## config.mk

```make
export PLATFORM = sky130hd
export DESIGN_NAME = gpio_regs
export DESIGN_NICKNAME = d
export VERILOG_FILES = /design/src/logic/soc_bus_pkg.sv /design/src/logic/gpio_regs.sv
export SDC_FILE = /design/constraint.sdc
export NUM_CORES = 1
export LEC_CHECK = 0
export BUFFER_PORTS_ARGS = -buffer_cell sky130_fd_sc_hd__buf_4
export CORE_MARGIN = 3
export CORE_UTILIZATION = 39
export CTS_CLUSTER_DIAMETER = 150
export DETAILED_ROUTE_END_ITERATION = 7
export PLACE_DENSITY_LB_ADDON = 0.05
export SLEW_MARGIN = 20
export SYNTH_ARGS = -nofsm -noshare
export SYNTH_HDL_FRONTEND = slang
export SYNTH_SLANG_ARGS = --single-unit
```

## constraint.sdc

```tcl
create_clock -name clk_rv -period 1.7 [get_ports clk_rv]
set_clock_uncertainty 0.15 [all_clocks]
set_input_delay 0.34 -clock clk_rv [delete_from_list [all_inputs] [get_ports clk_rv]]
set_output_delay 0.34 -clock clk_rv [all_outputs]
set_load 0.05 [all_outputs]
```

## src/logic/soc_bus_pkg.sv

```systemverilog
package soc_bus_pkg;

    // Bus types
    typedef logic [31:0] addr_t;
    typedef logic [31:0] data_t;
    typedef logic [3:0]  strb_t;
    typedef logic [7:0]  byte_t;

    typedef enum logic [2:0] {
        REGION_NONE,
        REGION_RAM,
        REGION_GPIO,
        REGION_UART_DATA,
        REGION_UART_STAT
    } region_t;

    // --------------------
    // Memory map
    localparam addr_t RAM_BASE       = 32'hFFFF_0000;
    localparam addr_t GPIO_BASE      = 32'h0300_0000;
    localparam int    GPIO_SIZE      = 256;
    localparam addr_t UART_DATA_ADDR = 32'h0300_0100;
    localparam addr_t UART_STAT_ADDR = 32'h0300_0104;
    localparam data_t UNMAPPED_DATA  = 32'hFFFF_FFFF;

    // Internal RAM, 8 KB echoed across its window
    localparam int RAM_WORDS = 2048;
    typedef logic [$clog2(RAM_WORDS)-1:0] ram_index_t;

    // --------------------
    // GPIO word offsets inside the 256-byte window
    localparam int GPIO_WORD_W = $clog2(GPIO_SIZE / 4);
    typedef logic [GPIO_WORD_W-1:0] gpio_word_t;

    localparam gpio_word_t GPIO_DELAY_SEL = 6'd0;
    localparam gpio_word_t GPIO_LEDS      = 6'd1;
    localparam gpio_word_t GPIO_I2C_SCL   = 6'd5;
    localparam gpio_word_t GPIO_I2C_SDA   = 6'd6;
    localparam gpio_word_t GPIO_USB_RSTN  = 6'd7;

    localparam int DELAY_SEL_W = 5;
    typedef logic [DELAY_SEL_W-1:0] delay_sel_t;

    // --------------------
    // UART transmit path, bit rate kept short for simulation
    localparam int UART_FIFO_DEPTH   = 4;
    localparam int UART_CLKS_PER_BIT = 8;

    typedef logic [$clog2(UART_FIFO_DEPTH)-1:0] fifo_ptr_t;
    typedef logic [$clog2(UART_FIFO_DEPTH):0]   fifo_count_t;
    typedef logic [$clog2(UART_CLKS_PER_BIT)-1:0] bit_cnt_t;

endpackage

```

## src/logic/gpio_regs.sv

```systemverilog
`timescale 1ns/1ps

module gpio_regs import soc_bus_pkg::*; (
    input  logic       clk_rv,
    input  logic       rst_rv,
    input  logic       gpio_wr,
    input  logic       gpio_rd,
    input  ram_index_t word_index,
    input  data_t      wdata,
    output data_t      gpio_rdata,
    output logic       led_red,
    output logic       led_green,
    output logic       led_blue,
    output logic       i2c_scl,
    output logic       sda_drive_low,
    input  logic       sda_in,
    output logic       usb_rst_n
);

    gpio_word_t sel;
    delay_sel_t delay_sel;
    logic [2:0] leds;
    logic       scl_q;
    logic       sda_q;
    logic       usb_rstn_q;

    assign sel = word_index[GPIO_WORD_W-1:0];

    // --------------------
    // Register writes
    always_ff @(posedge clk_rv) begin
        if (!rst_rv) begin
            delay_sel  <= '0;
            leds       <= '0;
            scl_q      <= 1'b1;
            sda_q      <= 1'b1;
            usb_rstn_q <= 1'b0;
        end else if (gpio_wr) begin
            case (sel)
                GPIO_DELAY_SEL: delay_sel  <= wdata[DELAY_SEL_W-1:0];
                GPIO_LEDS:      leds       <= wdata[2:0];
                GPIO_I2C_SCL:   scl_q      <= wdata[0];
                GPIO_I2C_SDA:   sda_q      <= wdata[0];
                GPIO_USB_RSTN:  usb_rstn_q <= wdata[0];
                default:        ;
            endcase
        end
    end

    // Readback, unused words give zero
    always_ff @(posedge clk_rv) begin
        if (gpio_rd) begin
            case (sel)
                GPIO_DELAY_SEL: gpio_rdata <= {{(32 - DELAY_SEL_W){1'b0}}, delay_sel};
                GPIO_LEDS:      gpio_rdata <= {29'd0, leds};
                GPIO_I2C_SDA:   gpio_rdata <= {31'd0, sda_in};
                default:        gpio_rdata <= '0;
            endcase
        end
    end

    // LEDs are active low; bit 0 red, 1 green, 2 blue
    assign led_red       = !leds[0];
    assign led_green     = !leds[1];
    assign led_blue      = !leds[2];
    assign i2c_scl       = scl_q;
    assign sda_drive_low = !sda_q;
    assign usb_rst_n     = usb_rstn_q;

endmodule

```

## Word-level counts from Yosys, hierarchy flattened

Cells that the tools add are included.
Widths: inputs -> output; s select.

| operators by class | value |
|---|---|
| equality and inequality tests | 4 |
| mux-type cells | 1 |
| reduce and logical (&&, ||, !) cells | 10 |

Operator list:

| kind | count |
|---|---|
| $eq 6x3->1 const B | 3 |
| $pmux 5 s3 | 1 |
| $reduce_and 2->1 | 5 |
| $eq 6x1->1 const B | 1 |
| $logic_not 6->1 | 1 |
| $logic_not 1->1 | 4 |

| word-level totals | value |
|---|---|
| bits in registers | 43 |

## Logic depth before layout (Yosys ltp)

| depth | value |
|---|---|
| depth after elaboration | 2 |
| mapped depth | 5 |

## Worst setup path after synthesis

OpenSTA, ideal clock, no wires.

| timing path | value |
|---|---|
| path kind | input to register |
| start point | input port word_index[5] |
| end point | register delay_sel[0] |
| arrival time | 1.052 ns |
| data required time | 1.478 ns |
| slack | 0.427 ns |
| cell stages on the path | 4 |
| path buffers | 1 |
| cell sequence | nor3_4 > and3_1 > buf_6 > mux2i_1 |

| between the ends | value |
|---|---|
| longest elaborated chain between the ends | 2 |

Ends and longest elaborated chain:

| item | RTL line | source |
|---|---|---|
| from (decl) | gpio_regs.sv:8 | `input ram_index_t word_index,` |
| $logic_not 6->1 | gpio_regs.sv:39 | `case (sel)` |
| $reduce_and 2->1 (no source line) | - |  |
| to (signal assigned) | gpio_regs.sv:40 | `GPIO_DELAY_SEL: delay_sel <= wdata[DELAY_SEL_W-1:0];` |
| to (decl) | gpio_regs.sv:21 | `delay_sel_t delay_sel;` |

No other way between the ends.
A chain may end at the register's enable or synchronous reset.

## Worst setup path after layout

| timing path | value |
|---|---|
| start point | register leds[0] |
| end point | output port led_red |

| between the ends | value |
|---|---|
| longest elaborated chain between the ends | 1 |

Ends and longest elaborated chain:

| item | RTL line | source |
|---|---|---|
| from (decl) | gpio_regs.sv:22 | `logic [2:0] leds;` |
| from (signal assigned) | gpio_regs.sv:41 | `GPIO_LEDS: leds <= wdata[2:0];` |
| $logic_not 1->1 | gpio_regs.sv:63 | `assign led_red = !leds[0];` |
| to (decl) | gpio_regs.sv:11 | `output logic led_red,` |

No other way between the ends.

==> results by group <==
Die
  – Die area: between 3000 and 4000 µm²
  – Initial Utilization: 0.418
  – Core area: between 2000 and 2500 µm²
  – Die W: approximately 55 µm
  – Die height: 55.2 µm
  – Rows: 17
  – Io pins: 86

Critical path
  – CP max-delay cell: dfxtp_1
  – Family with the most delay on the worst path: flip-flops
  – Crit. path cell count: 2
  – WP buf/inv: 2
  – Worst Setup Start Kind: flip-flop
  – Critical path fanouts, max: 3
  – CP endpoint kind: output pin
  – CP arrival: 0.89 ns
  – CP Cell Sequence: inv_1 -> buf_4
  – R2R Setup Slk: 0.77 ns
  – CP Class: reg2out
  – Worst path max stage delay: 0.37 ns
  – CP startpoint: leds[0]$_SDFFE_PN0P_
  – Reg2reg end: gpio_rdata[1]$_DFFE_PP_
  – Critical Path Sink: led_red
  – Crit Reg-Reg Startpoint: leds[1]$_SDFFE_PN0P_
  – Worst Reg-to-Reg Cells: 2
  – Req. time, crit path: between 1 and 1.5 ns

Clock network
  – CTS tree: built
  – Clock buffer depth: 2
  – Cts hold-fix bufs: 0
  – Worst skew pair latency: around 0.28 ns
  – Post-CTS resize count: 0
  – Clk sinks: 16
  – TritonCTS Buffers: 3
  – H-tree Lvls: 1
  – Worst-path clk slew: about 0.10 ns
  – Setup bufs post-CTS: 0
  – CTS root buf: clkbuf_4

Placed design
  – Dpl hpwl: between 1 and 1.5 mm
  – DP Area: between 1000 and 1500 µm²
  – Port Buffers: 26
  – Final GP Congestion: between 0.7 and 0.8

Yosys
  – Sequential area share after synthesis: 0.393
  – Flops & latches, synth: 16
  – Warnings from Yosys: 0
  – Netlist cell types: 21
  – Synth Area in XOR/XNOR: 0
  – Adder-cell share of the synthesized area: 0
  – Multiplexer area fraction after synthesis: 0.138
  – Mean Syn Cell Area: 9.34 µm²
  – Compound-Gate Fraction of Synth Area: 0.00663
  – Simple-Gate Fraction of Synth Area: 0.195
  – Combinational family with the most area after synthesis: buffers and inverters
  – Syn Inst Count: 101
  – Cell area after synthesis: 943 µm²

Global routing
  – Met2 usage: 0.171
  – Pin count of the biggest net entering global routing: 18
  – Global-route wire length before repair: ~2.3 mm
  – GRT overflow: 0
  – Initial antenna violation count: 0
  – Most crowded layer after global routing: met2
  – Routing usage on met1: 0.132
  – GRT Total Usage: 0.112
  – Vias in the first global route: between 500 and 600
  – Met3 GRT Util: 0.0241

STA
  – Final worst-path cycle share: 0.809
  – Slew Viols, Final: 0
  – Period minus WS final: between 1 and 1.5 ns
  – RSZ-0062 raised after global routing: no
  – Final Hold Vio Count: 0
  – Fmax: between 0.7 and 0.8 GHz
  – Final setup TNS: 0 ns
  – Finish-stage setup viols: 0
  – Hold_ws: between 0.1 and 0.15 ns

Final layout
  – Finished Cell Area: around 1100 µm²
  – Commonest non-fill, non-tap cell in the layout: buf_4
  – Syn-to-layout area delta: 14.7%
  – Final #Nets: around 180
  – Antenna cells: 0
  – Most frequent cells in the layout: buf_4 (28), conb_1 (27), nand2_1 (15)
  – Fraction of layout cells with a size suffix above 1: 0.250

Power
  – Maximum VDD drop: between 300 and 400 µV
  – PwrDens: ~760 nW/µm²
  – Lkg Pwr: about 0.51 nW
  – Total Power: 0.824 mW

Drt
  – Routed WL: between 1.5 and 2 mm
  – # DRC: 0
  – WL/cell: slightly below 10 µm
  – Vias/cell: 4.17
  – DRT Pass-1 Iters: 4
  – Starting DRC count in detailed routing: 7
  – Final ANT Viol Nets: 0
  – Via Count: 651

Run
  – Max Cap Violations: 0

Status
  – Status: finished clean

Worst hold path
  – Worst hold path type: in2reg
  – Hold path start: gpio_rd
[report_power, final]
group / internal (mW) / switching, mW / leakage, nW
sequential: 0.397 / 0.00146 / 0.141
clock: 0.0910 / 0.117 / 0.0150
combinational: 0.0400 / 0.177 / 0.359
total: 0.528 / 0.296 / 0.515
[how the worst min path moves through the flow]
stage                                end  slack [ns]  cells past startpoint
6_report         gpio_rdata[1]$_DFFE_PP_        0.14                      1
5_1_grt          gpio_rdata[1]$_DFFE_PP_        0.13                      1
4_1_cts          gpio_rdata[1]$_DFFE_PP_        0.14                      1
3_5_place_dp   delay_sel[4]$_SDFFE_PN0P_        0.29                      2
3_3_place_gp   delay_sel[3]$_SDFFE_PN0P_        0.29                      2
2_1_floorplan  delay_sel[3]$_SDFFE_PN0P_        0.28                      2
[Yosys cell counts]
cell / instances / area [µm²]
buf_4: 28 / 210
nand2_1: 15 / 56.3
mux2i_1: 13 / 130
dfxtp_1: 11 / 220
edfxtp_1: 5 / 150
inv_1: 5 / 18.8
nor2b_1: 4 / 25.0
nor2_1: 3 / 11.3
nand3_1: 2 / 10.0
nand4_1: 2 / 12.5
nand4b_1: 2 / 17.5
nor3b_1: 2 / 15.0
a31oi_1: 1 / 6.26
and2_1: 1 / 6.26
and3_1: 1 / 6.26
buf_2: 1 / 5.00
buf_6: 1 / 11.3
clkbuf_1: 1 / 3.75
conb_1: 1 / 3.75
nand3b_1: 1 / 7.51
nor3_4: 1 / 16.3
[through the flow]
step | setup slack (ns) | utilization | std cells
2_1_floorplan | 0.427 | - | 127
6_report | 0.325 | 0.480 | 156
5_1_grt | 0.256 | 0.480 | 156
3_3_place_gp | 0.226 | 0.468 | 152
3_5_place_dp | 0.223 | 0.468 | 152
4_1_cts | 0.309 | 0.480 | 156
[metal layers]
layer / share of wire / wire (µm)
met1: 0.46 / 693
met4: 0.023 / 34
met2: 0.41 / 624
met3: 0.10 / 158
met5: 0 / 0
[cell type report]
class,instances,area [µm²]
Tap cell,28,35.0
Multi-Input combinational cell,75,422
Timing Repair Buffer,28,210
Inverter,5,18.8
Clock buffer,4,26.3
Fill cell,234,1170
Sequential cell,16,370
[registers in the layout, indices dropped and copies added (netlist names)]
signal and count:
gpio_rdata 5, usb_rst_n 1, sda_q 1, delay_sel 5
i2c_scl 1, leds 3
[cell families after synthesis]
| logic type | Yosys count |
|---|---|
| AO/OA/AOI/OAI | 1 |
| buffers and inverters | 36 |
| flip-flops | 16 |
| multiplexers | 13 |
| other | 1 |
| AND/OR/NAND/NOR | 34 |
[worst reg2reg max path: stages (launching register included)]
cell	delay [ns]
dfxtp_1	0.34
mux2i_1	0.16
nor2_1	0.05
Note: power is estimated with default switching activity, not from simulation.
