[config.mk]
export PLATFORM = sky130hd
export DESIGN_NAME = bus_fabric
export DESIGN_NICKNAME = d
export VERILOG_FILES = /design/src/logic/soc_bus_pkg.sv /design/src/logic/bus_fabric.sv
export SDC_FILE = /design/constraint.sdc
export NUM_CORES = 1
export LEC_CHECK = 0
export BUFFER_PORTS_ARGS = -buffer_cell sky130_fd_sc_hd__buf_2
export CORE_MARGIN = 3
export CORE_UTILIZATION = 40
export CTS_BUF_LIST = sky130_fd_sc_hd__clkbuf_4
export DETAILED_ROUTE_END_ITERATION = 8
export GPL_TIMING_DRIVEN = 0
export PLACE_DENSITY = 0.82
export SETUP_SLACK_MARGIN = 0.4
export SYNTH_ARGS = -nofsm -noshare
export SYNTH_HDL_FRONTEND = slang
export SYNTH_SLANG_ARGS = --single-unit
[constraint.sdc]
create_clock -name clk_rv -period 2.7 [get_ports clk_rv]
set_input_delay 0.135 -clock clk_rv [delete_from_list [all_inputs] [get_ports clk_rv]]
set_output_delay 0.135 -clock clk_rv [all_outputs]
set_load 0.03 [all_outputs]
[src/logic/soc_bus_pkg.sv]
package soc_bus_pkg;

    // Bus types
    typedef logic [31:0] addr_t;
    typedef logic [31:0] data_t;
    typedef logic [3:0]  strb_t;
    typedef logic [7:0]  byte_t;

    typedef enum logic [2:0] {
        REGION_NONE,
        REGION_RAM,
        REGION_GPIO,
        REGION_UART_DATA,
        REGION_UART_STAT
    } region_t;

    // --------------------
    // Memory map
    localparam addr_t RAM_BASE       = 32'hFFFF_0000;
    localparam addr_t GPIO_BASE      = 32'h0300_0000;
    localparam int    GPIO_SIZE      = 256;
    localparam addr_t UART_DATA_ADDR = 32'h0300_0100;
    localparam addr_t UART_STAT_ADDR = 32'h0300_0104;
    localparam data_t UNMAPPED_DATA  = 32'hFFFF_FFFF;

    // Internal RAM, 8 KB echoed across its window
    localparam int RAM_WORDS = 2048;
    typedef logic [$clog2(RAM_WORDS)-1:0] ram_index_t;

    // --------------------
    // GPIO word offsets inside the 256-byte window
    localparam int GPIO_WORD_W = $clog2(GPIO_SIZE / 4);
    typedef logic [GPIO_WORD_W-1:0] gpio_word_t;

    localparam gpio_word_t GPIO_DELAY_SEL = 6'd0;
    localparam gpio_word_t GPIO_LEDS      = 6'd1;
    localparam gpio_word_t GPIO_I2C_SCL   = 6'd5;
    localparam gpio_word_t GPIO_I2C_SDA   = 6'd6;
    localparam gpio_word_t GPIO_USB_RSTN  = 6'd7;

    localparam int DELAY_SEL_W = 5;
    typedef logic [DELAY_SEL_W-1:0] delay_sel_t;

    // --------------------
    // UART transmit path, bit rate kept short for simulation
    localparam int UART_FIFO_DEPTH   = 4;
    localparam int UART_CLKS_PER_BIT = 8;

    typedef logic [$clog2(UART_FIFO_DEPTH)-1:0] fifo_ptr_t;
    typedef logic [$clog2(UART_FIFO_DEPTH):0]   fifo_count_t;
    typedef logic [$clog2(UART_CLKS_PER_BIT)-1:0] bit_cnt_t;

endpackage

[src/logic/bus_fabric.sv]
`timescale 1ns/1ps

module bus_fabric import soc_bus_pkg::*; (
    input  logic       clk_rv,
    input  logic       rst_rv,
    input  logic       req_valid,
    input  addr_t      req_addr,
    input  data_t      req_wdata,
    input  strb_t      req_wstrb,
    output logic       req_ready,
    output data_t      req_rdata,
    output strb_t      ram_we,
    output ram_index_t word_index,
    output data_t      wdata,
    output logic       gpio_wr,
    output logic       gpio_rd,
    output logic       uart_push,
    input  data_t      ram_rdata,
    input  data_t      gpio_rdata,
    input  logic       fifo_full,
    input  logic       tx_empty,
    output logic       fault_irq
);

    typedef enum logic [1:0] {
        FAB_IDLE,
        FAB_ACCESS,
        FAB_RESP
    } fab_state_t;

    fab_state_t state;
    region_t    region;
    ram_index_t index_q;
    data_t      wdata_q;
    strb_t      wstrb_q;
    logic       accept;
    logic       in_access;
    logic       is_write;

    function automatic region_t decode_region(input addr_t addr);
        region_t r;
        if (addr >= RAM_BASE)
            r = REGION_RAM;
        else if ((addr >= GPIO_BASE) && (addr < GPIO_BASE + addr_t'(GPIO_SIZE)))
            r = REGION_GPIO;
        else if (addr == UART_DATA_ADDR)
            r = REGION_UART_DATA;
        else if (addr == UART_STAT_ADDR)
            r = REGION_UART_STAT;
        else
            r = REGION_NONE;
        return r;
    endfunction

    // --------------------
    // Access sequencing through capture, strobe and respond
    assign accept    = (state == FAB_IDLE) && req_valid;
    assign in_access = (state == FAB_ACCESS);
    assign is_write  = (wstrb_q != '0);

    always_ff @(posedge clk_rv) begin
        if (!rst_rv) begin
            state  <= FAB_IDLE;
            region <= REGION_NONE;
        end else begin
            case (state)
                FAB_IDLE: begin
                    if (req_valid) begin
                        state  <= FAB_ACCESS;
                        region <= decode_region(req_addr);
                    end
                end
                FAB_ACCESS: state <= FAB_RESP;
                default:    state <= FAB_IDLE;
            endcase
        end
    end

    // Request payload held for the target strobes
    always_ff @(posedge clk_rv) begin
        if (accept) begin
            index_q <= req_addr[12:2];
            wdata_q <= req_wdata;
            wstrb_q <= req_wstrb;
        end
    end

    assign word_index = index_q;
    assign wdata      = wdata_q;

    // One-cycle target strobes
    assign ram_we    = (in_access && (region == REGION_RAM)) ? wstrb_q : '0;
    assign gpio_wr   = in_access && (region == REGION_GPIO) && is_write;
    assign gpio_rd   = in_access && (region == REGION_GPIO) && !is_write;
    // Writes to a full FIFO are acknowledged but dropped
    assign uart_push = in_access && (region == REGION_UART_DATA) && is_write && !fifo_full;

    assign req_ready = (state == FAB_RESP);

    // --------------------
    // Read data select
    always_comb begin
        case (region)
            REGION_RAM:       req_rdata = ram_rdata;
            REGION_GPIO:      req_rdata = gpio_rdata;
            REGION_UART_STAT: req_rdata = {30'd0, fifo_full, tx_empty};
            REGION_UART_DATA: req_rdata = '0;
            default:          req_rdata = UNMAPPED_DATA;
        endcase
    end

    // Sticky fault on unmapped access
    always_ff @(posedge clk_rv) begin
        if (!rst_rv)
            fault_irq <= 1'b0;
        else if (in_access && (region == REGION_NONE))
            fault_irq <= 1'b1;
    end

    a_ready_pulse: assert property (@(posedge clk_rv) disable iff (!rst_rv)
        req_ready |=> !req_ready);

    // FIFO fills only through a push from this fabric
    a_full_needs_push: assert property (@(posedge clk_rv) disable iff (!rst_rv)
        $rose(fifo_full) |-> $past(uart_push));

endmodule

After elaboration in Yosys (flattened, before gate mapping) --
Index checks and enable logic that the tools add are counted.
Operators by class: add/sub/neg operators 0, multiply operators 0, divide/modulo/power cells 0, order comparisons 3, equal/unequal tests 9, shifts and indexed selects 0, mux-type cells 8, bitwise gates (word level) 0, reductions and logical operators 16
Operators with widths (number):
- $pmux 32 s4 | 1
- $eq 32x26->1 const B | 2
- $ge 32x26->1 const B | 1
- $ge 32x32->1 const B | 1
- $lt 32x26->1 const B | 1
- $mux 3 | 4
- $logic_and 1x1->1 | 10
- $eq 3x2->1 const B | 2
- $mux 4 | 1
- $pmux 2 s2 | 1
- $reduce_bool 4->1 | 1
- $eq 3x1->1 const B | 1
- $eq 3x3->1 const B | 1
- $logic_not 3->1 | 1
- $eq 2x1->1 const B | 1
- $eq 2x2->1 const B | 1
- $logic_not 1->1 | 2
- $logic_not 2->1 | 1
- $mux 2 | 1
- $ne 2x2->1 const B | 1
- $reduce_and 2->1 | 1
Storage, ports and cells: bits in registers 53, bits in latches 0, memory bits (writable) 0, bits in read-only memories 0, input bits 137, output and inout bits 84, logic and storage cells 42, memories kept 0

Depth between registers and ports, before layout --
depth in word-level cells 5, mapped depth 6, mapped depth without buffers 6

Worst setup path before layout --
OpenSTA, ideal clock, no wires.
kind reg2reg, start reg state[1], end reg region[2], setup time 70 ps, arrival 2019 ps, data required time 2630 ps, path slack 611 ps, stages on the path, launching flop included 7, path buffers 0, period minus slack after synthesis 2089 ps, cells stage by stage dfxtp_1 nor2_1 nand2_1 inv_1 nand2_1 or3_1 a21oi_1
Between the ends: longest elaborated chain between the ends 2
Ends and longest elaborated chain:
- start: declaration | line bus_fabric.sv:31 | fab_state_t state;
- start signal: assignment | line bus_fabric.sv:63 | state <= FAB_IDLE;
- start signal: assignment | line bus_fabric.sv:69 | state <= FAB_ACCESS;
- start signal: assignment | line bus_fabric.sv:73 | FAB_ACCESS: state <= FAB_RESP;
- $logic_not 2->1 | line bus_fabric.sv:66 | case (state)
- $reduce_and 2->1 (no source line)
- end signal: assignment | line bus_fabric.sv:70 | region <= decode_region(req_addr);
- end: declaration | line bus_fabric.sv:32 | region_t region;
Every way passes these cells. A chain may end at the register's enable or synchronous reset.

Worst setup path in the final report --
start reg region[1], end out uart_push
Between the ends: longest elaborated chain between the ends 4
Ends and longest elaborated chain:
- $eq 3x2->1 | line bus_fabric.sv:96 | assign uart_push = in_access && (region == REGION_UART_DATA) && is_write && !fifo_full;
- $logic_and 1x1->1 (3 in a row) | line bus_fabric.sv:96
- end: declaration | line bus_fabric.sv:17 | output logic uart_push,
Every way passes these cells.

==> key figures <==
Outcome
  • Status: finished, final reports clean

STA
  • Setup TNS: 0 ns
  • Unrepaired setup endpoints after global routing: false
  • Fin. max-slew vios: 0
  • Worst-Margin Slew: about 0.49 ns
  • Min Tclk post-route: slightly above 2 ns
  • Hold slack: 0.04317 ns
  • Final setup margin: about 0.67 ns
  • Slew HR: 67.12%
  • Final setup violation count: 0
  • Final Cycle Share: approximately 75%
  • Fin. Hold Viols: 0
  • Skew final: roughly 0.031 ns
  • F_max: around 490 MHz

Synth
  • Post-synth cell types: 26
  • Synth area leader: edfxtp_1
  • Largest family of logic cells by synthesized area: simple AND/OR/NAND/NOR gates
  • Multiplexer share of the synthesized area: 0%
  • Post-synth net total: around 420
  • Mapped Cells: between 200 and 300
  • Count leader, synth: edfxtp_1
  • Sequential share of the synthesized area: a little under three fifths
  • Post-synth EDFFs: 47
  • Top cells by area, synth: edfxtp_1 52%, nand2b_1 7.4%, a21oi_1 6.5%
  • Post-Synth Adder-Cell Area: 0%
  • Xor and xnor area share after synthesis: 0%
  • Yosys Warn Count: 0
  • Compound-Gate Fraction of Synth Area: 13.44%
  • Top cell type's share of synthesized area: 52.29%
  • Main synth FF type: edfxtp_1
  • Asr flop ratio synth: 0%
  • Synth Cell Area: between 2000 and 3000 um^2
  • Avg Inst Size Synth: a little under 10 um^2
  • FF+latch count, synth: 53
  • Synth cell count leaders: 47 x edfxtp_1, 36 x nor2_1, 35 x a21oi_1
  • Synth Area in Simple Gates: between 20% and 30%

Critical path
  • R2r startpoint: state[1]
  • CP required: ~2.6 ns
  • CP startpoint kind: register
  • Worst Setup EP: uart_push
  • CP Max Fanout: 10
  • RR Endpoint: region[2]
  • Worst-case reg-to-reg path depth: 6
  • CP Launch Point: region[1]
  • Setup crit end kind: primary output
  • Critical path arrival: roughly 1.9 ns
  • Crit Path Class: register to primary output
  • R2R setup slack: around 1.2 ns

GRT
  • First-pass GRT wire length: between 15,000 and 20,000 um
  • Initial antenna violation count: 0
  • GRT Total Usage: 26.18%
  • Largest net degree at the start of global routing: a little over 40
  • Vias in the first global route: roughly 3,100
  • Total congestion overflow: 0

Power
  • Sw frac: 29.39%
  • Part of the power in combinational logic: 24.5%
  • Part of the power in registers: 50.9%
  • Peak VDD IR: ~660 uV
  • Net switching power figure: 559.1 uW
  • Design internal power: 1.343 mW
  • Power per cell area: approximately 420 nW/um^2
  • Clk pwr share: about a quarter
  • Leak: around 2 nW

Routing
  • DR iter-0 viols: roughly 100
  • DRC: 0
  • Final ANT Viol Nets: 0
  • Total iterations of the first detailed-routing run: 4
  • Via count: ~3,200
  • Final WL: approximately 11,000 um
  • WL per Instance: roughly 17 um
  • Via-to-Cell Ratio: 5.006

Die
  • Die W: around 88 um
  • Die Area: between 7000 and 8000 um^2
  • Core footprint: approximately 6500 um^2
  • Die height: 88.14 um
  • # IOs: 221
  • Row Count: 29
  • Starting density of the core: 41.79%

Clocking
  • Num CTS Buffers: 5
  • H-tree levels: 2
  • Clock Sinks: between 50 and 60
  • Clock Pin Slew Worst Setup and Hold Paths: approximately 0.16 ns
  • Clock Latency Late Sink: 0.39 ns
  • Setup Buffers After CTS: 0
  • CTS tree: built
  • CTS max path bufs: 2
  • Clock root buffer: clkbuf_4

Final layout
  • Post-Layout Cell Count: between 600 and 700
  • NumNets Final: around 690
  • Area Growth Syn to Fin: 65.92%
  • Ant diodes: 0
  • Share of layout cells above drive strength 1: a little over two fifths
  • Finished Core Util: 69.33%

Placed design
  • Cells after DPL: about 580
  • Setup WS pre-CTS: roughly 0.93 ns
  • Hpwl dp: 7207 um
  • Input/output buffers: 220
  • Final GP Congestion: 0.8476

Min path
  • Worst Hold Class: input port to register
  • Hold_sp: rst_rv

Job
  • Max_cap viols: 0
registers in the layout, indices dropped and copies added, names as in the netlist:
| signal | cells |
|---|---|
| state | 2 |
| fault_irq | 1 |
| wstrb_q | 4 |
| word_index | 11 |
| wdata | 32 |
| region | 3 |
per-stage QoR:
stage	area (um^2)	total power [mW]
after global routing	4478	1.973
after detailed placement	3916	1.385
after global placement	3896	1.374
after CTS	4459	1.877
final	4478	1.903
after floorplan	2699	1.196
repair_timing:
item / CTS / global route
hold buffers: 46 / 1
hold endpoints to repair: 46 / 1
resized for setup: 0 / 7
endpoints found under the setup margin: 0 / 16
power by group through the flow:
stage	sequential (mW)	clock [mW]	combinational, mW
CTS	0.965	0.458	0.455
global route	0.973	0.503	0.497
finish	0.968	0.469	0.466
global placement	0.984	0	0.391
detailed placement	0.983	0	0.402
floorplan	1.07	0	0.124
how the worst min path moves through the flow:
stage | depth (start not counted) | end
global route | 2 | region[1]
global placement | 1 | wdata[3]
CTS | 1 | word_index[8]
floorplan | 0 | wdata[0]
finish | 2 | region[1]
detailed placement | 1 | wdata[17]
area by class of cell:
class	count	area [um^2]
fill	500	1981
timing repair buffer	268	1592
sequential	53	1531
multi-input combinational	178	979.7
inverter	32	120.1
tap	77	96.34
buffer	18	76.32
clock inverter	3	45.04
clock buffer	5	37.54
logic make-up after synthesis:
kind of cell / Yosys count
flip-flops: 53
buffers and inverters: 50
AND/OR/NAND/NOR: 108
AO/OA/AOI/OAI: 70
metal layers:
metal  wire [um]  part of all wire [%]  GRT usage, %
met5           0                     0             0
met4         354                   3.3         9.615
met3        1020                   9.6         7.338
met2        5662                    53         50.55
met1        3585                    34         26.50
cells in the final DEF (no fill, tap or decap), types with 6 or more instances in the layout:
cell type / synthesis / layout
a21oi_1: 35 / 35
buf_2: 4 / 224
clkbuf_1: 11 / 8
dfxtp_1: 6 / 6
dlygate4sd3_1: 0 / 47
edfxtp_1: 47 / 47
inv_1: 32 / 31
nand2b_1: 32 / 32
nand4_1: 7 / 7
nor2_1: 36 / 36
o21ai_0: 32 / 32
critical path, stage by stage, from the launching register on:
cell and delay [ns]:
dfxtp_1 0.46, buf_2 0.25, clkbuf_2 0.26, nand3_1 0.12, nor3b_1 0.19, buf_2 0.24
Power figures use the tool's default switching activity.
