**src/logic/soc_bus_pkg.sv**
```systemverilog
package soc_bus_pkg;

    // Bus types
    typedef logic [31:0] addr_t;
    typedef logic [31:0] data_t;
    typedef logic [3:0]  strb_t;
    typedef logic [7:0]  byte_t;

    typedef enum logic [2:0] {
        REGION_NONE,
        REGION_RAM,
        REGION_GPIO,
        REGION_UART_DATA,
        REGION_UART_STAT
    } region_t;

    // --------------------
    // Memory map
    localparam addr_t RAM_BASE       = 32'hFFFF_0000;
    localparam addr_t GPIO_BASE      = 32'h0300_0000;
    localparam int    GPIO_SIZE      = 256;
    localparam addr_t UART_DATA_ADDR = 32'h0300_0100;
    localparam addr_t UART_STAT_ADDR = 32'h0300_0104;
    localparam data_t UNMAPPED_DATA  = 32'hFFFF_FFFF;

    // Internal RAM, 8 KB echoed across its window
    localparam int RAM_WORDS = 2048;
    typedef logic [$clog2(RAM_WORDS)-1:0] ram_index_t;

    // --------------------
    // GPIO word offsets inside the 256-byte window
    localparam int GPIO_WORD_W = $clog2(GPIO_SIZE / 4);
    typedef logic [GPIO_WORD_W-1:0] gpio_word_t;

    localparam gpio_word_t GPIO_DELAY_SEL = 6'd0;
    localparam gpio_word_t GPIO_LEDS      = 6'd1;
    localparam gpio_word_t GPIO_I2C_SCL   = 6'd5;
    localparam gpio_word_t GPIO_I2C_SDA   = 6'd6;
    localparam gpio_word_t GPIO_USB_RSTN  = 6'd7;

    localparam int DELAY_SEL_W = 5;
    typedef logic [DELAY_SEL_W-1:0] delay_sel_t;

    // --------------------
    // UART transmit path, bit rate kept short for simulation
    localparam int UART_FIFO_DEPTH   = 4;
    localparam int UART_CLKS_PER_BIT = 8;

    typedef logic [$clog2(UART_FIFO_DEPTH)-1:0] fifo_ptr_t;
    typedef logic [$clog2(UART_FIFO_DEPTH):0]   fifo_count_t;
    typedef logic [$clog2(UART_CLKS_PER_BIT)-1:0] bit_cnt_t;

endpackage

```
**src/logic/uart_serializer.sv**
```systemverilog
`timescale 1ns/1ps

module uart_serializer import soc_bus_pkg::*; (
    input  logic  clk_rv,
    input  logic  rst_rv,
    input  logic  byte_valid,
    input  byte_t tx_byte,
    output logic  byte_ready,
    output logic  ser_busy,
    output logic  txd
);

    typedef enum logic [1:0] {
        IDLE,
        START,
        DATA,
        STOP
    } ser_state_t;

    ser_state_t state;
    bit_cnt_t   clk_cnt;
    logic [2:0] bit_idx;
    byte_t      shift_q;
    logic       bit_end;

    assign bit_end = (clk_cnt == bit_cnt_t'(UART_CLKS_PER_BIT - 1));

    // --------------------
    // Frame sequencer, LSB first
    always_ff @(posedge clk_rv) begin
        if (!rst_rv) begin
            state   <= IDLE;
            clk_cnt <= '0;
            bit_idx <= '0;
        end else begin
            clk_cnt <= (state == IDLE || bit_end) ? '0 : clk_cnt + 1'b1;
            case (state)
                IDLE: begin
                    if (byte_valid && byte_ready)
                        state <= START;
                end
                START: begin
                    if (bit_end) begin
                        state   <= DATA;
                        bit_idx <= '0;
                    end
                end
                DATA: begin
                    if (bit_end) begin
                        bit_idx <= bit_idx + 1'b1;
                        if (bit_idx == 3'd7)
                            state <= STOP;
                    end
                end
                default: begin
                    if (bit_end)
                        state <= IDLE;
                end
            endcase
        end
    end

    // Shift register loads on handshake, shifts at each data bit end
    always_ff @(posedge clk_rv) begin
        if (byte_valid && byte_ready)
            shift_q <= tx_byte;
        else if (state == DATA && bit_end)
            shift_q <= {1'b0, shift_q[7:1]};
    end

    assign byte_ready = (state == IDLE);
    assign ser_busy   = (state != IDLE);
    assign txd = (state == START) ? 1'b0 : (state == DATA) ? shift_q[0] : 1'b1;

endmodule

```
**config.mk**
```make
export PLATFORM = sky130hd
export DESIGN_NAME = uart_serializer
export DESIGN_NICKNAME = d
export VERILOG_FILES = /design/src/logic/soc_bus_pkg.sv /design/src/logic/uart_serializer.sv
export SDC_FILE = /design/constraint.sdc
export NUM_CORES = 1
export LEC_CHECK = 0
export ABC_AREA = 1
export BUFFER_PORTS_ARGS = -buffer_cell sky130_fd_sc_hd__buf_2
export CAP_MARGIN = 20
export CORE_MARGIN = 8
export CORE_UTILIZATION = 45
export CTS_CLUSTER_DIAMETER = 30
export DETAILED_ROUTE_END_ITERATION = 8
export PLACE_DENSITY_LB_ADDON = 0.3
export SETUP_SLACK_MARGIN = 0.4
export SYNTH_ARGS = -nofsm -noshare
export SYNTH_HDL_FRONTEND = slang
export SYNTH_SLANG_ARGS = --single-unit
```
**constraint.sdc**
```tcl
create_clock -name clk_rv -period 1.9 [get_ports clk_rv]
set_input_delay 0.095 -clock clk_rv [delete_from_list [all_inputs] [get_ports clk_rv]]
set_output_delay 0.095 -clock clk_rv [all_outputs]
set_load 0.02 [all_outputs]
```
* Word-level counts from Yosys, hierarchy flattened *
Index checks and enable logic that the tools add are counted.

storage, ports and cells
  flip-flop bits (word level) = 16

cells by class
  reductions and logical operators = 11
  equal/unequal tests = 8
  add/subtract/negate cells = 2
  bitwise operators = 1
  multiplexer cells = 13

operators with widths
  operator                                                                 count
  8-bit two-way mux                                                        2
  2-bit two-way mux                                                        5
  2-bit nonzero test                                                       4
  3-bit by 1-bit adder with 3-bit output, second input constant            2
  3-bit == test, second input constant                                     2
  3-bit two-way mux                                                        2
  2-bit inequality test, second input constant                             3
  2-bit one-hot mux with 3 select lines                                    1
  3-bit one-hot mux with 2 select lines                                    1
  5-bit AND reduction                                                      1
  3-bit AND reduction                                                      1
  2-bit by 1-bit == test with 1-bit output, second input constant          1
  2-bit == test, second input constant                                     1
  1-bit logical AND                                                        2
  2-bit logical NOT                                                        1
  1-bit two-way mux                                                        2
  2-bit by 1-bit inequality test with 1-bit output, second input constant  1
  2-bit OR reduction                                                       1
  1-bit logical OR                                                         1
  1-bit NOT                                                                1

* Longest topological paths before layout *
  depth after elaboration = 4
  depth in mapped cells = 8
  gate-level depth less buffers = 8

* Worst setup path before layout *
Ideal clock, no wire load.

  kind = flip-flop to flip-flop
  start point = reg state[0]
  end point = reg shift_q[0], data pin
  stages on the path, launching flop included = 5
  arrival = 1.239 ns
  setup slack = 0.401 ns
  setup time = 0.260 ns
  cells stage by stage = dfxtp_1 > inv_1 > ha_1 > nand2_2 > mux2_2

between the ends
  longest elaborated chain between the ends = 3

RTL lines
  what                    RTL line               RTL
  start, declared         uart_serializer.sv:20  ser_state_t state;
  start signal, assigned  uart_serializer.sv:32  state <= IDLE;
  start signal, assigned  uart_serializer.sv:40  state <= START;
  start signal, assigned  uart_serializer.sv:44  state <= DATA;
  2-bit logical NOT       uart_serializer.sv:71  assign byte_ready = (state == IDLE);
  named net byte_ready    uart_serializer.sv:8   output logic byte_ready,
  1-bit logical AND       uart_serializer.sv:65  if (byte_valid && byte_ready)
  8-bit two-way mux       uart_serializer.sv:65
  end signal, assigned    uart_serializer.sv:66  shift_q <= tx_byte;
  end signal, assigned    uart_serializer.sv:68  shift_q <= {1'b0, shift_q[7:1]};
  end, declared           uart_serializer.sv:23  byte_t shift_q;

The timed path passes the listed nets, and every way through them passes these cells.
A chain may end at the register's enable or synchronous reset.

* Final worst setup path *
  start point = reg state[0]
  end point = out txd

between the ends
  longest elaborated chain between the ends = 3
  elaborated cells between the ends (all ways) = 4

RTL lines
  what                   RTL line               RTL
  2-bit == test          uart_serializer.sv:73  assign txd = (state == START) ? 1'b0 : (state == DATA) ? shift_q[0] : 1'b1;
  1-bit two-way mux      uart_serializer.sv:73
  1-bit two-way mux (*)  uart_serializer.sv:73
  end, declared          uart_serializer.sv:10  output logic txd

Mark *: on every way between the ends. The rest lies on a longest branch, timed or not.

==> impl_metrics.xml <==
<?xml version="1.0" encoding="UTF-8"?>
<metrics>
  <group name="sta">
    <metric name="final_period_utilization" unit="">0.754</metric>
    <metric name="clock.fmax" unit="GHz">0.698</metric>
    <metric name="worst_hold_slack" unit="ns">0.0747</metric>
    <metric name="report.final.slew_viol_count" unit="">0</metric>
    <metric name="finalCriticalPeriod" unit="ns">1.43</metric>
    <metric name="postLayoutSetupSlackWorst" unit="ns">0.467</metric>
    <metric name="hold_violations" unit="">0</metric>
    <metric name="setup_total_negative_slack" unit="ns">0</metric>
    <metric name="max_slew_margin" unit="">0.832</metric>
    <metric name="report.final.setup_viol" unit="">0</metric>
    <metric name="finalClockSkew" unit="ns">0.00210</metric>
    <metric name="worst_pin_slew" unit="ns">0.250</metric>
    <metric name="grt_setup_unrepaired" unit="">yes</metric>
  </group>
  <group name="die">
    <metric name="die_x" unit="µm">57.5</metric>
    <metric name="die_area" unit="mm²">0.00330</metric>
    <metric name="floorplan.rows" unit="">15</metric>
    <metric name="die-height" unit="µm">57.5</metric>
    <metric name="core_area" unit="mm²">0.00167</metric>
    <metric name="top_level_ports" unit="">14</metric>
    <metric name="initial_utilization" unit="">0.463</metric>
  </group>
  <group name="yosys">
    <metric name="yosysWarnings" unit="">0</metric>
    <metric name="synth.net_count" unit="">98</metric>
    <metric name="most_frequently_used_cell_type_in_the_post_synthesis_netlist" unit="">sky130_fd_sc_hd__inv_1</metric>
    <metric name="post_synthesis_average_cell_area" unit="µm²">9.67</metric>
    <metric name="ys_ff_latch" unit="">16</metric>
    <metric name="post_synth_most_frequent_cells" unit="">sky130_fd_sc_hd__inv_1 (17), sky130_fd_sc_hd__nor2_1 (12), sky130_fd_sc_hd__nand2_1 (10), sky130_fd_sc_hd__dfxtp_1 (8), sky130_fd_sc_hd__edfxtp_1 (8)</metric>
    <metric name="post_synth_inst_count" unit="">80</metric>
    <metric name="synth-edff-count" unit="">8</metric>
    <metric name="mappedNetlistArea" unit="µm²">773</metric>
    <metric name="synthTopCellsByArea" unit="">sky130_fd_sc_hd__edfxtp_1 (31%), sky130_fd_sc_hd__dfxtp_1 (21%), sky130_fd_sc_hd__ha_1 (11%)</metric>
    <metric name="yosys_top_cell_area_share" unit="">0.311</metric>
    <metric name="async_set_reset_flop_share_out_of_synthesis" unit="">0</metric>
    <metric name="synth_top_area_cell" unit="">sky130_fd_sc_hd__edfxtp_1</metric>
    <metric name="synth_sequential_area_ratio" unit="">0.518</metric>
    <metric name="synth_top_flop_cell" unit="">sky130_fd_sc_hd__edfxtp_1</metric>
    <metric name="post_synth_num_cell_types" unit="">13</metric>
  </group>
  <group name="place">
    <metric name="post_dp_cell_area" unit="µm²">860</metric>
    <metric name="place.gp.congestion" unit="">0.857</metric>
    <metric name="hpwl_dp" unit="µm">1020</metric>
    <metric name="place.port_buffers" unit="">13</metric>
    <metric name="place_worst_setup_slack" unit="ns">0.371</metric>
  </group>
  <group name="power">
    <metric name="total_power" unit="mW">1.35</metric>
    <metric name="p_per_area" unit="mW/mm²">1480</metric>
    <metric name="leakage_power" unit="nW">0.435</metric>
    <metric name="ir_worst_vdd" unit="mV">0.684</metric>
  </group>
  <group name="hold_path">
    <metric name="hold_path_startpoint" unit="">rst_rv</metric>
    <metric name="hold_path_class" unit="">input pin to flop</metric>
  </group>
  <group name="detailed_routing">
    <metric name="drt_drc_violations_left" unit="">0</metric>
    <metric name="final_routed_wirelength_across_all_metal_layers" unit="µm">1390</metric>
    <metric name="vias_per_cell" unit="">5.11</metric>
    <metric name="drt-initial-drc-count" unit="">7</metric>
    <metric name="dr.pass1.iters" unit="">4</metric>
    <metric name="drt-wirelength-per-cell" unit="µm">12.2</metric>
    <metric name="antenna_violating_nets_post_route" unit="">0</metric>
    <metric name="vias" unit="">582</metric>
  </group>
  <group name="setup_path">
    <metric name="timing.critical_path.fanout_max" unit="">6</metric>
    <metric name="max_stage_delay" unit="ns">0.36</metric>
    <metric name="crit_start" unit="">state[0]</metric>
    <metric name="worst_setup_path_start_kind" unit="">flop</metric>
    <metric name="critical_path_arrival" unit="ns">1.34</metric>
    <metric name="worstPathCellList" unit="">inv_1 -&gt; ha_1 -&gt; a21oi_2 -&gt; buf_2</metric>
    <metric name="worst-endpoint-required" unit="ns">1.80</metric>
    <metric name="critPathSlowestCell" unit="">sky130_fd_sc_hd__dfxtp_1</metric>
    <metric name="critPathKind" unit="">flop to output pin</metric>
    <metric name="critical_path.endpoint_type" unit="">output pin</metric>
    <metric name="timing.rr.start" unit="">state[0]</metric>
  </group>
  <group name="global_routing">
    <metric name="number_of_antenna_violations_at_the_first_check_in_global_routing" unit="">0</metric>
    <metric name="grt_use_total" unit="">0.0914</metric>
    <metric name="vias_in_the_first_global_route" unit="">577</metric>
    <metric name="grt_max_degree" unit="">10</metric>
    <metric name="grt-ovfl-total" unit="">0</metric>
    <metric name="grt_pass1_wl" unit="µm">2340</metric>
  </group>
  <group name="clocking">
    <metric name="number_of_hold_buffers_added_after_cts" unit="">0</metric>
    <metric name="tritoncts" unit="">built</metric>
    <metric name="cts_max_level" unit="">1</metric>
    <metric name="numClockSinks" unit="">16</metric>
    <metric name="cts.clk_slew.worst_paths" unit="ns">0.09</metric>
    <metric name="numCtsBuffers" unit="">3</metric>
    <metric name="cts.path.max_buffers" unit="">2</metric>
    <metric name="root_buffer" unit="">sky130_fd_sc_hd__clkbuf_4</metric>
    <metric name="insertion_delay" unit="ns">0.28</metric>
  </group>
  <group name="run_status">
    <metric name="outcome" unit="">completed</metric>
  </group>
  <group name="final_layout">
    <metric name="finish.instance_area" unit="µm²">910</metric>
    <metric name="post_route_cells_drive_above_1_share" unit="">0.289</metric>
    <metric name="layout_net_count" unit="">116</metric>
    <metric name="layout-area-overhead-vs-synth" unit="%">17.6</metric>
    <metric name="antenna-diode-count" unit="">0</metric>
  </group>
  <group name="run">
    <metric name="drv_cap" unit="">0</metric>
  </group>
</metrics>
==> worst paths after layout <==
path                     end  slack (ns)  depth (start not counted)
setup / recovery         txd        0.47                          4
hold / removal      state[1]        0.07                          3
setup reg to reg  shift_q[5]        0.49                          4
hold reg to reg   clk_cnt[0]        0.42                          1
==> cells by family after synthesis <==
group                      after synthesis  synth area share
AOI/OAI and AO/OA                        8            0.0550
adders and majority gates                7             0.113
buffers and inverters                   17            0.0825
DFF                                     16             0.518
muxes                                    7             0.102
and+or+nand+nor                         25             0.129
==> cell usage in the layout (no fill, tap or decap), types with 2 or more instances in the layout <==
| cell type | Yosys | layout |
|---|---|---|
| sky130_fd_sc_hd__dfxtp_1 | 8 | 8 |
| sky130_fd_sc_hd__nand2_1 | 10 | 9 |
| sky130_fd_sc_hd__o21ai_1 | 0 | 2 |
| sky130_fd_sc_hd__a21oi_1 | 4 | 3 |
| sky130_fd_sc_hd__nor2_1 | 12 | 12 |
| sky130_fd_sc_hd__edfxtp_1 | 8 | 8 |
| sky130_fd_sc_hd__buf_2 | 0 | 13 |
| sky130_fd_sc_hd__inv_1 | 17 | 17 |
| sky130_fd_sc_hd__ha_1 | 7 | 6 |
| sky130_fd_sc_hd__mux2_2 | 7 | 7 |
| sky130_fd_sc_hd__clkbuf_4 | 0 | 3 |
==> routing by layer <==
| metal | vias up | track usage | wire length, µm |
|---|---|---|---|
| li1 | 289 | - | - |
| met1 | 274 | 0.0880 | 610 |
| met2 | 15 | 0.159 | 664 |
| met3 | 4 | 0.0314 | 90 |
| met4 | 0 | 0.0643 | 21 |
| met5 | - | 0 | 0 |
==> sequential cells by signal (all words and copies together) (netlist names) <==
register and count:
bit_idx 3, clk_cnt 3, shift_q 8, state 2
==> power by group <==
part / leakage (nW) / switching, mW / total (mW) / internal, mW
Combinational: 0.272 / 0.364 / 0.601 / 0.237
Clock: 0.0210 / 0.109 / 0.225 / 0.117
Sequential: 0.142 / 0.0329 / 0.519 / 0.486
Total: 0.435 / 0.506 / 1.35 / 0.840
==> critical path: cells and delay by family (launching register included) <==
family                     cells  cell delay, ns
DFF                            1            0.36
adders and majority gates      1            0.28
buffers and inverters          2            0.24
AOI/OAI and AO/OA              1            0.17
==> timing repair <==
item                       4_1_cts  5_1_grt
resized for setup                1        5
setup endpoints to repair       15       20
buffers inserted                 0        0
==> area by class of cell <==
cell class / count / area, µm²
Fill cell: 155 / 761
Inverter: 17 / 63.8
Multi-Input combinational cell: 47 / 323
Timing Repair Buffer: 13 / 65.1
Clock buffer: 4 / 36.3
Tap cell: 17 / 21.3
Sequential cell: 16 / 400
==> through the flow <==
stage,instances,utilization
after global routing,114,0.545
after CTS,114,0.539
final,114,0.545
after detailed placement,110,0.515
after global placement,110,0.515
after floorplan,80,-
(Power assumes the default switching activity.)
